===== config.mk =====
export PLATFORM = sky130hd
export DESIGN_NAME = pipe_top
export DESIGN_NICKNAME = d
export VERILOG_FILES = /design/src/common/pipe_pkg.sv /design/src/hdl/hazard_unit.sv /design/src/hdl/mem_arbiter.sv /design/src/core/fetch_stage.sv /design/src/core/decode_stage.sv /design/src/core/execute_stage.sv /design/src/core/mem_wb_stage.sv /design/src/core/pipe_top.sv
export VERILOG_INCLUDE_DIRS = /design/src /design/src/common
export SDC_FILE = /design/constraint.sdc
export NUM_CORES = 2
export LEC_CHECK = 0
export BUFFER_PORTS_ARGS = -buffer_cell sky130_fd_sc_hd__clkbuf_2
export CAP_MARGIN = 25
export CORE_ASPECT_RATIO = 0.9
export CORE_MARGIN = 5
export CORE_UTILIZATION = 45
export DETAILED_ROUTE_END_ITERATION = 10
export HOLD_SLACK_MARGIN = 0.1
export PLACE_DENSITY_LB_ADDON = 0.15
export SLEW_MARGIN = 30
export SYNTH_ARGS = -nofsm -noshare
export SYNTH_HDL_FRONTEND = slang
export SYNTH_SLANG_ARGS = --single-unit

===== constraint.sdc =====
create_clock -name clk -period 9.7 [get_ports clk]
set_clock_uncertainty 0.05 [all_clocks]
set_input_delay 0 -clock clk [delete_from_list [all_inputs] [get_ports clk]]
set_output_delay 0 -clock clk [all_outputs]
set_load 0.005 [all_outputs]

===== src/common/pipe_macros.svh =====
`ifndef PIPE_MACROS_SVH
`define PIPE_MACROS_SVH

// data path width of the core.
`define XLEN 32

// register file address width.
`define REG_AW 5

// word address width of the shared memory bus.
`define MEM_AW 8

// cycles a MUL occupies the execute stage.
`define MUL_CYCLES 4

`endif


===== src/common/pipe_pkg.sv =====
`include "pipe_macros.svh"

package pipe_pkg;

	typedef enum logic [1:0] {
		STALL_NEXT = 2'b00,
		STALL_KEEP = 2'b01,
		STALL_ZERO = 2'b10
	} stall_e;

	typedef enum logic [2:0] {
		OP_NOP,
		OP_ADDI,
		OP_ADD,
		OP_MUL,
		OP_LW,
		OP_SW,
		OP_BEQ
	} op_e;

	typedef struct packed {
		logic [6:0] funct7;
		logic [`REG_AW-1:0] rs2;
		logic [`REG_AW-1:0] rs1;
		logic [2:0] funct3;
		logic [`REG_AW-1:0] rd;
		logic [6:0] opcode;
	} instr_r_t;

	typedef struct packed {
		logic [11:0] imm12;
		logic [`REG_AW-1:0] rs1;
		logic [2:0] funct3;
		logic [`REG_AW-1:0] rd;
		logic [6:0] opcode;
	} instr_i_t;

	typedef union packed {
		instr_r_t r;
		instr_i_t i;
	} instr_u;

	typedef struct packed {
		stall_e pc;
		stall_e if_id;
		stall_e id_ex;
		stall_e ex_me;
		stall_e me_wb;
	} pipe_stall_t;

	typedef struct packed {
		logic valid;
		op_e op;
		logic [`REG_AW-1:0] rd;
		logic rs1_en;
		logic [`REG_AW-1:0] rs1;
		logic rs2_en;
		logic [`REG_AW-1:0] rs2;
		logic [`XLEN-1:0] opa;
		logic [`XLEN-1:0] opb;
		logic [`XLEN-1:0] store_data;
		logic [`XLEN-1:0] imm;
		logic [`XLEN-1:0] pc;
	} id_ex_t;

	typedef struct packed {
		logic valid;
		op_e op;
		logic [`REG_AW-1:0] rd;
		logic we;
		logic [`XLEN-1:0] result;
		logic [`XLEN-1:0] store_data;
	} ex_me_t;

	typedef struct packed {
		logic valid;
		logic we;
		logic [`MEM_AW-1:0] addr;
		logic [`XLEN-1:0] wdata;
	} mem_req_t;

	typedef struct packed {
		logic valid;
		logic [`REG_AW-1:0] rd;
		logic [`XLEN-1:0] data;
	} retire_t;

	typedef struct packed {
		logic load_in_ex;
		logic [`REG_AW-1:0] rd_ex;
		logic [`REG_AW-1:0] rd_me;
		logic transfer;
		logic [`XLEN-1:0] target;
		logic mul_req;
	} ex_hazard_t;

endpackage


===== src/hdl/hazard_unit.sv =====
`include "pipe_macros.svh"

module hazard_unit (
	input logic id_rs1_rena,
	input logic [`REG_AW-1:0] id_rs1_addr,
	input logic id_rs2_rena,
	input logic [`REG_AW-1:0] id_rs2_addr,
	input pipe_pkg::ex_hazard_t ex_info,
	output pipe_pkg::pipe_stall_t stall
);
	import pipe_pkg::*;

	logic rs1_hit;
	logic rs2_hit;
	logic load_use;

	assign rs1_hit = id_rs1_rena && (id_rs1_addr == ex_info.rd_ex);
	assign rs2_hit = id_rs2_rena && (id_rs2_addr == ex_info.rd_ex);
	assign load_use = ex_info.load_in_ex && (ex_info.rd_ex != '0) && (rs1_hit || rs2_hit);

	always_comb begin
		if (ex_info.transfer) begin
			// the two younger instructions are on the wrong path.
			stall.pc = STALL_NEXT;
			stall.if_id = STALL_ZERO;
			stall.id_ex = STALL_ZERO;
			stall.ex_me = STALL_ZERO;
			stall.me_wb = STALL_NEXT;
		end else if (ex_info.mul_req) begin
			stall.pc = STALL_KEEP;
			stall.if_id = STALL_KEEP;
			stall.id_ex = STALL_KEEP;
			stall.ex_me = STALL_ZERO;
			stall.me_wb = STALL_NEXT;
		end else if (load_use) begin
			// the load moves on to memory while its consumer waits one cycle in decode.
			stall.pc = STALL_KEEP;
			stall.if_id = STALL_KEEP;
			stall.id_ex = STALL_ZERO;
			stall.ex_me = STALL_NEXT;
			stall.me_wb = STALL_NEXT;
		end else begin
			stall.pc = STALL_NEXT;
			stall.if_id = STALL_NEXT;
			stall.id_ex = STALL_NEXT;
			stall.ex_me = STALL_NEXT;
			stall.me_wb = STALL_NEXT;
		end
	end

endmodule


===== src/hdl/mem_arbiter.sv =====
module mem_arbiter (
	input logic clk,
	input logic rst_n,
	input pipe_pkg::mem_req_t fetch_req,
	input pipe_pkg::mem_req_t data_req,
	output logic fetch_gnt,
	output pipe_pkg::mem_req_t bus_req
);

	// the data port is older in program order, so it always goes first.
	assign fetch_gnt = fetch_req.valid && !data_req.valid;
	assign bus_req = data_req.valid ? data_req : fetch_req;

	assert property (@(posedge clk) disable iff (!rst_n)
		fetch_req.valid |-> !fetch_req.we)
		else $error("mem_arbiter: fetch request marked as write");

endmodule


===== src/core/fetch_stage.sv =====
`include "pipe_macros.svh"

module fetch_stage (
	input logic clk,
	input logic rst_n,
	input pipe_pkg::stall_e stall_pc,
	input pipe_pkg::stall_e stall_if_id,
	input logic redirect,
	input logic [`XLEN-1:0] redirect_pc,
	output pipe_pkg::mem_req_t fetch_req,
	input logic fetch_gnt,
	input logic [`XLEN-1:0] mem_rdata,
	output pipe_pkg::instr_u if_id_instr,
	output logic [`XLEN-1:0] if_id_pc,
	output logic if_id_valid
);
	import pipe_pkg::*;

	logic [`XLEN-1:0] pc;
	logic fetch_on;

	// fetching starts on the first cycle after reset is released.
	always_ff @(posedge clk or negedge rst_n) begin
		if (!rst_n) begin
			fetch_on <= 1'b0;
		end else begin
			fetch_on <= 1'b1;
		end
	end

	assign fetch_req.valid = fetch_on;
	assign fetch_req.we = 1'b0;
	assign fetch_req.addr = pc[`MEM_AW+1:2];
	assign fetch_req.wdata = '0;

	always_ff @(posedge clk or negedge rst_n) begin
		if (!rst_n) begin
			pc <= '0;
		end else if (redirect) begin
			pc <= redirect_pc;
		end else if (stall_pc == STALL_NEXT && fetch_gnt) begin
			pc <= pc + `XLEN'(4);
		end
	end

	// a fetch that lost the bus leaves a bubble behind.
	always_ff @(posedge clk or negedge rst_n) begin
		if (!rst_n) begin
			if_id_valid <= 1'b0;
			if_id_instr <= '0;
			if_id_pc <= '0;
		end else begin
			case (stall_if_id)
				STALL_NEXT: begin
					if_id_valid <= fetch_gnt;
					if_id_instr <= mem_rdata;
					if_id_pc <= pc;
				end
				STALL_ZERO: if_id_valid <= 1'b0;
				default: ;
			endcase
		end
	end

endmodule


===== src/core/decode_stage.sv =====
`include "pipe_macros.svh"

module decode_stage (
	input logic clk,
	input logic rst_n,
	input pipe_pkg::instr_u if_id_instr,
	input logic [`XLEN-1:0] if_id_pc,
	input logic if_id_valid,
	input pipe_pkg::stall_e stall_id_ex,
	input pipe_pkg::retire_t wb,
	input pipe_pkg::ex_me_t ex_fwd,
	input pipe_pkg::ex_me_t me_fwd,
	output logic rs1_rena,
	output logic [`REG_AW-1:0] rs1_addr,
	output logic rs2_rena,
	output logic [`REG_AW-1:0] rs2_addr,
	output pipe_pkg::id_ex_t id_ex
);
	import pipe_pkg::*;

	localparam logic [6:0] OPC_IMM = 7'b0010011;
	localparam logic [6:0] OPC_REG = 7'b0110011;
	localparam logic [6:0] OPC_LOAD = 7'b0000011;
	localparam logic [6:0] OPC_STORE = 7'b0100011;
	localparam logic [6:0] OPC_BRANCH = 7'b1100011;

	logic [`XLEN-1:0] regs [0:(1 << `REG_AW)-1];
	op_e op;
	logic [`XLEN-1:0] imm;
	logic [`XLEN-1:0] rs1_val;
	logic [`XLEN-1:0] rs2_val;
	logic writes_rd;
	id_ex_t id_ex_next;

	// the nearest producer wins, in the order execute, memory, writeback, register file.
	function automatic logic [`XLEN-1:0] src_value(input logic [`REG_AW-1:0] addr);
		logic [`XLEN-1:0] value;
		if (addr == '0)
			value = '0;
		else if (ex_fwd.valid && ex_fwd.we && ex_fwd.rd == addr)
			value = ex_fwd.result;
		else if (me_fwd.valid && me_fwd.we && me_fwd.rd == addr)
			value = me_fwd.result;
		else if (wb.valid && wb.rd == addr)
			value = wb.data;
		else
			value = regs[addr];
		return value;
	endfunction

	always_comb begin
		op = OP_NOP;
		if (if_id_valid) begin
			case (if_id_instr.r.opcode)
				OPC_IMM: if (if_id_instr.i.funct3 == 3'b000) op = OP_ADDI;
				OPC_LOAD: if (if_id_instr.i.funct3 == 3'b010) op = OP_LW;
				OPC_STORE: if (if_id_instr.r.funct3 == 3'b010) op = OP_SW;
				OPC_BRANCH: if (if_id_instr.r.funct3 == 3'b000) op = OP_BEQ;
				OPC_REG: begin
					if (if_id_instr.r.funct3 == 3'b000 && if_id_instr.r.funct7 == 7'b0000000)
						op = OP_ADD;
					else if (if_id_instr.r.funct3 == 3'b000 && if_id_instr.r.funct7 == 7'b0000001)
						op = OP_MUL;
				end
				default: ;
			endcase
		end
	end

	// S and B immediates are spread over the funct7 and rd fields.
	always_comb begin
		imm = '0;
		rs1_rena = 1'b0;
		rs2_rena = 1'b0;
		case (op)
			OP_ADDI, OP_LW: begin
				imm = {{(`XLEN-12){if_id_instr.i.imm12[11]}}, if_id_instr.i.imm12};
				rs1_rena = 1'b1;
			end
			OP_SW: begin
				imm = {{(`XLEN-12){if_id_instr.r.funct7[6]}}, if_id_instr.r.funct7,
					if_id_instr.r.rd};
				rs1_rena = 1'b1;
				rs2_rena = 1'b1;
			end
			OP_BEQ: begin
				imm = {{(`XLEN-13){if_id_instr.r.funct7[6]}}, if_id_instr.r.funct7[6],
					if_id_instr.r.rd[0], if_id_instr.r.funct7[5:0], if_id_instr.r.rd[4:1], 1'b0};
				rs1_rena = 1'b1;
				rs2_rena = 1'b1;
			end
			OP_ADD, OP_MUL: begin
				rs1_rena = 1'b1;
				rs2_rena = 1'b1;
			end
			default: ;
		endcase
	end

	assign rs1_addr = if_id_instr.r.rs1;
	assign rs2_addr = if_id_instr.r.rs2;
	assign writes_rd = (op == OP_ADDI) || (op == OP_ADD) || (op == OP_MUL) || (op == OP_LW);

	always_comb begin
		rs1_val = src_value(rs1_addr);
		rs2_val = src_value(rs2_addr);
	end

	always_comb begin
		id_ex_next.valid = (op != OP_NOP);
		id_ex_next.op = op;
		id_ex_next.rd = writes_rd ? if_id_instr.r.rd : '0;
		id_ex_next.rs1_en = rs1_rena;
		id_ex_next.rs1 = rs1_addr;
		id_ex_next.rs2_en = rs2_rena;
		id_ex_next.rs2 = rs2_addr;
		id_ex_next.opa = rs1_val;
		id_ex_next.opb = (op == OP_ADD || op == OP_MUL || op == OP_BEQ) ? rs2_val : imm;
		id_ex_next.store_data = rs2_val;
		id_ex_next.imm = imm;
		id_ex_next.pc = if_id_pc;
	end

	always_ff @(posedge clk) begin
		if (wb.valid && wb.rd != '0)
			regs[wb.rd] <= wb.data;
	end

	always_ff @(posedge clk or negedge rst_n) begin
		if (!rst_n) begin
			id_ex <= '0;
		end else begin
			case (stall_id_ex)
				STALL_NEXT: id_ex <= id_ex_next;
				STALL_ZERO: id_ex <= '0;
				default: ;
			endcase
		end
	end

endmodule


===== src/core/execute_stage.sv =====
`include "pipe_macros.svh"

module execute_stage (
	input logic clk,
	input logic rst_n,
	input pipe_pkg::id_ex_t id_ex,
	input pipe_pkg::stall_e stall_ex_me,
	output pipe_pkg::ex_hazard_t ex_info,
	output pipe_pkg::ex_me_t ex_fwd,
	output pipe_pkg::ex_me_t ex_me
);
	import pipe_pkg::*;

	localparam int CNT_W = $clog2(`MUL_CYCLES + 1);

	logic [CNT_W-1:0] mul_cnt;
	logic is_mul;
	logic mul_req;
	logic [`XLEN-1:0] result;

	// mul_cnt is the execute cycle the MUL is in, starting at one.
	assign is_mul = id_ex.valid && (id_ex.op == OP_MUL);
	assign mul_req = is_mul && (mul_cnt != CNT_W'(`MUL_CYCLES));

	always_ff @(posedge clk or negedge rst_n) begin
		if (!rst_n) begin
			mul_cnt <= CNT_W'(1);
		end else if (mul_req) begin
			mul_cnt <= mul_cnt + CNT_W'(1);
		end else begin
			mul_cnt <= CNT_W'(1);
		end
	end

	// ADDI, LW and SW arrive with the immediate already in operand b.
	always_comb begin
		if (id_ex.op == OP_MUL)
			result = id_ex.opa * id_ex.opb;
		else
			result = id_ex.opa + id_ex.opb;
	end

	always_comb begin
		ex_fwd.valid = id_ex.valid;
		ex_fwd.op = id_ex.op;
		ex_fwd.rd = id_ex.rd;
		ex_fwd.we = id_ex.valid && (id_ex.rd != '0);
		ex_fwd.result = result;
		ex_fwd.store_data = id_ex.store_data;
	end

	assign ex_info.load_in_ex = id_ex.valid && (id_ex.op == OP_LW);
	assign ex_info.rd_ex = id_ex.rd;
	assign ex_info.rd_me = ex_me.we ? ex_me.rd : '0;
	assign ex_info.transfer = id_ex.valid && (id_ex.op == OP_BEQ) && (id_ex.opa == id_ex.opb);
	assign ex_info.target = id_ex.pc + id_ex.imm;
	assign ex_info.mul_req = mul_req;

	always_ff @(posedge clk or negedge rst_n) begin
		if (!rst_n) begin
			ex_me <= '0;
		end else begin
			case (stall_ex_me)
				STALL_NEXT: ex_me <= ex_fwd;
				STALL_ZERO: ex_me <= '0;
				default: ;
			endcase
		end
	end

	// every stall cycle of a MUL keeps it in execute and sends a bubble on.
	assert property (@(posedge clk) disable iff (!rst_n)
		mul_req |=> $stable(id_ex) && !ex_me.valid)
		else $error("execute_stage: MUL left execute during its stall");

endmodule


===== src/core/mem_wb_stage.sv =====
`include "pipe_macros.svh"

module mem_wb_stage (
	input logic clk,
	input logic rst_n,
	input pipe_pkg::ex_me_t ex_me,
	input pipe_pkg::stall_e stall_me_wb,
	output pipe_pkg::mem_req_t data_req,
	input logic [`XLEN-1:0] mem_rdata,
	output pipe_pkg::ex_me_t me_fwd,
	output pipe_pkg::retire_t retire
);
	import pipe_pkg::*;

	logic is_load;
	logic is_store;

	assign is_load = ex_me.valid && (ex_me.op == OP_LW);
	assign is_store = ex_me.valid && (ex_me.op == OP_SW);

	assign data_req.valid = is_load || is_store;
	assign data_req.we = is_store;
	assign data_req.addr = ex_me.result[`MEM_AW+1:2];
	assign data_req.wdata = ex_me.store_data;

	// load data returns in the same cycle, so decode can take it directly.
	always_comb begin
		me_fwd = ex_me;
		if (is_load)
			me_fwd.result = mem_rdata;
	end

	always_ff @(posedge clk or negedge rst_n) begin
		if (!rst_n) begin
			retire <= '0;
		end else begin
			case (stall_me_wb)
				STALL_NEXT: begin
					retire.valid <= me_fwd.valid && me_fwd.we;
					retire.rd <= me_fwd.rd;
					retire.data <= me_fwd.result;
				end
				STALL_ZERO: retire <= '0;
				default: ;
			endcase
		end
	end

endmodule


===== src/core/pipe_top.sv =====
`include "pipe_macros.svh"

module pipe_top (
	input logic clk,
	input logic rst_n,
	output pipe_pkg::mem_req_t bus_req,
	input logic [`XLEN-1:0] mem_rdata,
	output pipe_pkg::retire_t retire
);
	import pipe_pkg::*;

	pipe_stall_t stall;
	mem_req_t fetch_req;
	mem_req_t data_req;
	logic fetch_gnt;
	instr_u if_id_instr;
	logic [`XLEN-1:0] if_id_pc;
	logic if_id_valid;
	logic rs1_rena;
	logic [`REG_AW-1:0] rs1_addr;
	logic rs2_rena;
	logic [`REG_AW-1:0] rs2_addr;
	id_ex_t id_ex;
	ex_hazard_t ex_info;
	ex_me_t ex_fwd;
	ex_me_t ex_me;
	ex_me_t me_fwd;

	fetch_stage i_fetch_stage (
		.clk(clk),
		.rst_n(rst_n),
		.stall_pc(stall.pc),
		.stall_if_id(stall.if_id),
		.redirect(ex_info.transfer),
		.redirect_pc(ex_info.target),
		.fetch_req(fetch_req),
		.fetch_gnt(fetch_gnt),
		.mem_rdata(mem_rdata),
		.if_id_instr(if_id_instr),
		.if_id_pc(if_id_pc),
		.if_id_valid(if_id_valid)
	);

	decode_stage i_decode_stage (
		.clk(clk),
		.rst_n(rst_n),
		.if_id_instr(if_id_instr),
		.if_id_pc(if_id_pc),
		.if_id_valid(if_id_valid),
		.stall_id_ex(stall.id_ex),
		.wb(retire),
		.ex_fwd(ex_fwd),
		.me_fwd(me_fwd),
		.rs1_rena(rs1_rena),
		.rs1_addr(rs1_addr),
		.rs2_rena(rs2_rena),
		.rs2_addr(rs2_addr),
		.id_ex(id_ex)
	);

	execute_stage i_execute_stage (
		.clk(clk),
		.rst_n(rst_n),
		.id_ex(id_ex),
		.stall_ex_me(stall.ex_me),
		.ex_info(ex_info),
		.ex_fwd(ex_fwd),
		.ex_me(ex_me)
	);

	mem_wb_stage i_mem_wb_stage (
		.clk(clk),
		.rst_n(rst_n),
		.ex_me(ex_me),
		.stall_me_wb(stall.me_wb),
		.data_req(data_req),
		.mem_rdata(mem_rdata),
		.me_fwd(me_fwd),
		.retire(retire)
	);

	hazard_unit i_hazard_unit (
		.id_rs1_rena(rs1_rena),
		.id_rs1_addr(rs1_addr),
		.id_rs2_rena(rs2_rena),
		.id_rs2_addr(rs2_addr),
		.ex_info(ex_info),
		.stall(stall)
	);

	mem_arbiter i_mem_arbiter (
		.clk(clk),
		.rst_n(rst_n),
		.fetch_req(fetch_req),
		.data_req(data_req),
		.fetch_gnt(fetch_gnt),
		.bus_req(bus_req)
	);

endmodule


== After elaboration in Yosys (flattened, before gate mapping) ==
Memories as Yosys holds them, arrays and structs flattened.
Index checks and enable logic that the tools add are counted.
Word-level totals
  word-level logic and storage cells: 150
  memory bits (writable): 1024
  flip-flop bits (word level): 382
  output and inout port bits: 80
  ROM bits: 0
  memories: 1
  latch bits: 0
  bits of input ports: 34
Memory list
  i_decode_stage.regs: words 32, width 32, rd ports 2, clocked after memory_dff 0, wr ports 1, line decode_stage.sv:27  | logic [`XLEN-1:0] regs [0:(1 << `REG_AW)-1];
Cells by class
  order comparisons: 0
  divide/modulo/power cells: 0
  $add $sub $neg: 4
  bitwise logic cells: 0
  multipliers: 1
  reductions and logical operators: 53
  mux-type cells: 36
  shift operators: 0
  equal/unequal tests: 32
Operators by type and width (count)
  $mux W32: 13
  $pmux W181 S2: 1
  $pmux W74 S2: 1
  $pmux W32 S3: 1
  $pmux W38 S2: 1
  $add A32 B32 Y32: 2
  $mux W42: 1
  $eq A5 B5 Y1: 8
  $add A32 B3 Y32 const B: 1
  $eq A32 B32 Y1: 1
  $mul A32 B32 Y32: 1
  $logic_and A1 B1 Y1: 25
  $eq A3 B3 Y1 const B: 7
  $mux W10: 2
  $mux W3: 6
  $pmux W3 S5: 1
  $eq A7 B6 Y1 const B: 2
  $eq A3 B2 Y1 const B: 4
  $logic_not A2 Y1: 5
  $logic_not A5 Y1: 2
  $reduce_bool A2 Y1: 5
  $reduce_bool A5 Y1: 2
  $mux W9: 1
  $eq A2 B2 Y1 const B: 4
  other kinds (19): 29

== Logic depth before layout (Yosys ltp) ==
  depth after elaboration: 19
  depth in mapped cells: 29

== Hierarchy ==
From an unflattened synthesis, not the netlist that was laid out.
Second synthesis, totals
  cells, all modules: 6267
  area total of the unflattened synthesis: 85826.1 sq um
Modules (own cells, without submodules)
  decode_stage: cells each 3108, sequential area each 34803.4 sq um, area each 55510.7 sq um, instances 1
  execute_stage: cells each 2479, sequential area each 1928.1 sq um, area each 22292.6 sq um, instances 1
  fetch_stage: cells each 394, sequential area each 2452.4 sq um, area each 4584.4 sq um, instances 1
  mem_wb_stage: cells each 209, sequential area each 950.9 sq um, area each 2514.9 sq um, instances 1
  mem_arbiter: cells each 48, sequential area each 0.0 sq um, area each 708.2 sq um, instances 1
  hazard_unit: cells each 29, sequential area each 0.0 sq um, area each 215.2 sq um, instances 1

== Worst setup path before layout ==
OpenSTA, ideal clock, no wires.
  path type: register to register
  from: register, netlist name i_decode_stage.id_ex[99]
  to: register, netlist name i_decode_stage.id_ex[124]
  cell stages (with the launch flop): 25
  path buffers: 2
  library setup time: 0.126 ns
  clock period less this slack: 7.250 ns
  arrival time: 7.074 ns
  data required time: 9.524 ns
  path slack: 2.450 ns
  cells stage by stage: dfrtp_1 clkbuf_1 clkbuf_1 and2_1 fa_1 inv_1 fa_1 fa_1 fa_1 inv_1 fa_1 fa_1 fa_1 fa_1 ha_1 a21o_1 a21o_1 a21o_1 a21oi_1 o21ai_0 o21ai_0 or3b_1 a31oi_1 a21oi_1 a221o_1
Between the ends
  longest elaborated chain between the ends: 6
  elaborated cells on any way between the ends: 13
  classes of those cells: add/sub (1); mul (1); eq/ne (2); mux (6); reduce/logical (3)
RTL lines
  $mul A32 B32 Y32 / $add A32 B32 Y32 (equally long branches): line execute_stage.sv:38, execute_stage.sv:40
  $mux W32: line execute_stage.sv:37  | if (id_ex.op == OP_MUL)
  $mux W32: line decode_stage.sv:40  | else if (ex_fwd.valid && ex_fwd.we && ex_fwd.rd == addr)
  $mux W32: line decode_stage.sv:38  | if (addr == '0)
  $mux W32: line decode_stage.sv:118  | id_ex_next.opb = (op == OP_ADD || op == OP_MUL || op == OP_BEQ) ? rs2_val : imm;
  $pmux W181 S2: line decode_stage.sv:133  | case (stall_id_ex)
Parallel ways exist; a longest one is shown, timed or not.
A chain may end at the register's enable or synchronous reset.

== Worst setup path in the final report ==
  from: register, netlist name i_decode_stage.id_ex[135]
  to: register, netlist name i_decode_stage.id_ex[127]
Between the ends
  longest elaborated chain between the ends: 6
  elaborated cells on any way between the ends: 13
  classes of those cells: add/sub (1); mul (1); eq/ne (2); mux (6); reduce/logical (3)
RTL lines (line)
  $mul A32 B32 Y32 / $add A32 B32 Y32 (equally long branches): execute_stage.sv:38, execute_stage.sv:40
  $mux W32: execute_stage.sv:37
  $mux W32: decode_stage.sv:40
  $mux W32: decode_stage.sv:38
  $mux W32: decode_stage.sv:118
  $pmux W181 S2: decode_stage.sv:133
Parallel ways exist; a longest one is shown, timed or not.

==> results.md <==
- GR Util met1: 41.05%
- Fmax: 116.2 MHz
- Synth Register Bits: ~1,300
- Core Area: between 150,000 and 200,000 sq um
- Setup TNS: 0 ns
- Synthesized area per cell: between 10 and 15 sq um
- CTS max path bufs: 3
- Cts bufs inserted: 137
- Place WS: 1.127 ns
- Die Footprint: around 180,000 sq um
- Total grt overflow: 0
- Switching Fraction: about a quarter
- Clock Latency Late Sink: between 0.7 and 0.8 ns
- Crit path time final: about 8.6 ns
- Layout Nets: between 6,000 and 7,000
- Clock share of power: between 40% and 50%
- Predominant post-synthesis flop cell: edfxtp_1
- Cells after synthesis: between 5,000 and 6,000
- Critical path origin: i_decode_stage.id_ex[135]$_DFFE_PN0P_
- Wire length per cell: ~31 microns
- Worst hold path class: primary input to flop
- CTS tree: done
- Max incr delay on CP: approximately 0.96 ns
- GR Layer Usage met3: 5.325%
- Critical Path Start Type: flop
- IO Pins: approximately 110
- Net Sw Power: around 3.4 mW
- Post-DP HPWL: between 150 and 200 mm
- Share of cells above drive strength 1: 20.25%
- Die Height: roughly 400 microns
- Drt total wl: 252.3 mm
- Largest net degree at the start of global routing: 115
- Grt met2 use: between 40 and 50%
- Status: complete, no violations
- LEAKAGE: ~33 nW
- Flop pwr share: 49.7%
- Seq/Total Area, Yosys: approximately half
- Pwr dens: 154.7 nW/um^2
- Antenna Violating Nets Remaining: 0
- Busiest grt layer: met2
- Root Buffer Master: clkbuf_16
- Crit. End Element: flop
- Worst Min Path Start: mem_rdata[17]
- Worst Setup Path Type: flop to flop
- Routability Congestion: between 0.9 and 1
- CP max FO: 19
- # fillers: about 15,000
- Cell mode on critical path: fa_1
- Max-slew violations: 0
- Hold Fails Final Rpt: 0
- Worst Path Arrival: slightly above 9 ns
- Measured slew at the worst slew-check pin: approximately 1 ns
- Slowest cell on the critical path: dfrtp_1
- CTS Sinks: around 1,300
- Reg-to-Reg Start: i_decode_stage.id_ex[135]$_DFFE_PN0P_
- Max VDD drop: roughly 0.00015 V
- Crit path cell chain: and2_1, fa_1, inv_1, fa_1, fa_1, fa_1, inv_1, ha_1, ha_1, fa_1, fa_1, ha_1, a2111oi_0, a211oi_1, a2111oi_1, o41ai_1, a2111oi_1, nor4_1, o21ai_1, a21oi_1, o31ai_1
- Site Rows: roughly 150
- Fin worst setup slack: roughly 1.1 ns
- Crit share post-route: 88.75%
- Critical Path RT: slightly above 10 ns
- IO Port Bufs: roughly 110
- RSZ-0062 raised after global routing: no
- Max Cap Viol: 0
- Synth Cell Area: a little under 80,000 sq um
- Hold slack: roughly 0.17 ns
- Initial antenna violation count: 8
- Synthesis-to-finish area growth: 11.48%
- Endpoints failing setup: 0
- Via count of the first global-routing pass: about 51,000
- GRT Util Overall: between 20% and 30%
- H-tree lvl count: 4
- First-pass GRT wire length: 367.3 mm
- EDFF count, synth: 1,024
- Relative slew margins: around a third
- Reg clk slew, reported paths: around 0.07 ns
- Yosys warns: 0
- DR DRC count: 0
- Internal power: between 10 and 15 mW
- Starting Density: 45.09%
- DRT iter0 DRCs: slightly below 6,000
- Routed vias: 49,710
- Die width: approximately 450 microns
- Comb power frac: under 10%
- Synth unique cells: between 70 and 80
- Post-synth ARST share: 22.31%
- Via density: 6.183
- DR pass1 iterations: 6
kinds of logic after synthesis:
family                     Yosys count  share of synthesized area [%]
adders and majority gates          577                          13.21
and+or+nand+nor                   1231                          7.525
other                                2                       0.009634
xor gates and xnor gates           149                          1.692
muxes                              782                          19.26
buffers and inverters              809                          4.003
DFF                               1318                          48.89
AOI/OAI and AO/OA                  652                          5.412
stage by stage:
| step | power [mW] | utilization [%] | cell area [sq um] | cells |
|---|---|---|---|---|
| 2_1_floorplan | 7.403 | - | 78070 | 5551 |
| 3_3_place_gp | 8.058 | 47.16 | 81540 | 7719 |
| 3_5_place_dp | 8.069 | 47.20 | 81610 | 7721 |
| 4_1_cts | 13.49 | 50.24 | 86870 | 8036 |
| 5_1_grt | 13.84 | 50.26 | 86900 | 8036 |
| 6_report | 13.44 | 50.26 | 86900 | 8039 |
Yosys cell counts (17+ instances only):
master,number,share of area [%]
a211oi_1,56,0.54
a21o_1,25,0.24
a21oi_1,178,1.1
a22o_1,59,0.66
a22oi_1,32,0.31
and2_1,356,2.9
buf_1,43,0.21
buf_2,49,0.31
clkbuf_1,275,1.3
dfrtp_1,293,9.4
edfxtp_1,1024,39
fa_1,410,11
ha_1,166,2.7
inv_1,437,2.1
mux2_2,26,0.38
mux2i_1,184,2.4
mux4_2,572,17
nand2_1,548,2.6
nand3_1,20,0.13
nor2_1,194,0.93
nor3_1,17,0.11
o211ai_1,27,0.26
o21ai_0,154,0.99
xnor2_1,99,1.1
xor2_1,49,0.55
layout make-up:
cell class | count | area (sq um) | area share (%)
Timing Repair Buffer | 332 | 2502 | 2.880
Inverter | 437 | 1640 | 1.888
Antenna cell | 3 | 7.507 | 0.008639
Clock buffer | 183 | 3839 | 4.417
Clock inverter | 64 | 718.2 | 0.8264
Sequential cell | 1318 | 38180 | 43.94
Multi-Input combinational cell | 3424 | 37160 | 42.77
Tap cell | 2278 | 2850 | 3.280
path summary, 6_finish.rpt:
check	end	slack [ns]	cells after the start
worst max-delay path	i_decode_stage.id_ex[127]$_DFFE_PN0P_	1.09	21
worst min-delay path	i_mem_wb_stage.retire[17]$_DFF_PN0_	0.17	4
worst max register to register	i_decode_stage.id_ex[127]$_DFFE_PN0P_	1.09	21
worst min register to register	i_execute_stage.mul_cnt[0]$_DFF_PN1_	0.42	1
max in group asynchronous	i_decode_stage.id_ex[111]$_DFFE_PN0P_	7.62	5
min in group asynchronous	i_execute_stage.mul_cnt[0]$_DFF_PN1_	0.33	3
state kept, by name, summed over array words and instances, names as in the netlist:
signal	flops
i_execute_stage.mul_cnt	3
i_decode_stage.id_ex	125
i_mem_wb_stage.retire	38
i_fetch_stage.if_id_pc	10
i_decode_stage.regs	1024
i_fetch_stage.fetch_on	1
i_execute_stage.ex_me	74
i_fetch_stage.if_id_instr	32
i_fetch_stage.if_id_valid	1
i_fetch_stage.pc	10
power by group through the flow:
stage,Combinational [mW],Clock (mW),Sequential [mW]
6_report,1.32,5.44,6.68
5_1_grt,1.40,5.74,6.70
4_1_cts,1.31,5.51,6.67
3_3_place_gp,1.27,0,6.78
2_1_floorplan,0.787,0,6.62
3_5_place_dp,1.28,0,6.79
metal layers:
metal	routed length, microns	vias to the layer above
li1	-	20480
met1	106300	26490
met2	114400	2368
met3	23970	365
met4	7544	2
met5	13	-
cells in the final DEF, fill, tap and decap left out, types with 33 or more instances in the layout:
cell / instances
nand2_1: 546
mux2i_1: 181
dlygate4sd3_1: 67
fa_1: 410
and2_1: 356
xor2_1: 49
mux4_2: 572
buf_4: 142
nor2_1: 160
edfxtp_1: 1024
clkbuf_2: 112
dfrtp_1: 254
inv_1: 437
o21ai_0: 154
ha_1: 166
a21oi_1: 177
a211oi_1: 56
xnor2_1: 99
conb_1: 33
clkbuf_16: 143
a22o_1: 59
critical path: cells and delay by family (launching register included):
kind | cells | cell delay [ns]
compound gates | 8 | 3.23
flops | 1 | 0.96
simple gates | 2 | 0.37
buf+inv | 2 | 0.12
fa+ha+maj | 9 | 3.75
timing repair:
action	CTS	global route
buffers inserted	0	0
hold buffers	68	0
setup endpoints to repair	0	0
hold endpoints to repair	202	0
gates resized for setup	0	0
No activity file was read; power rests on OpenSTA's default activity.
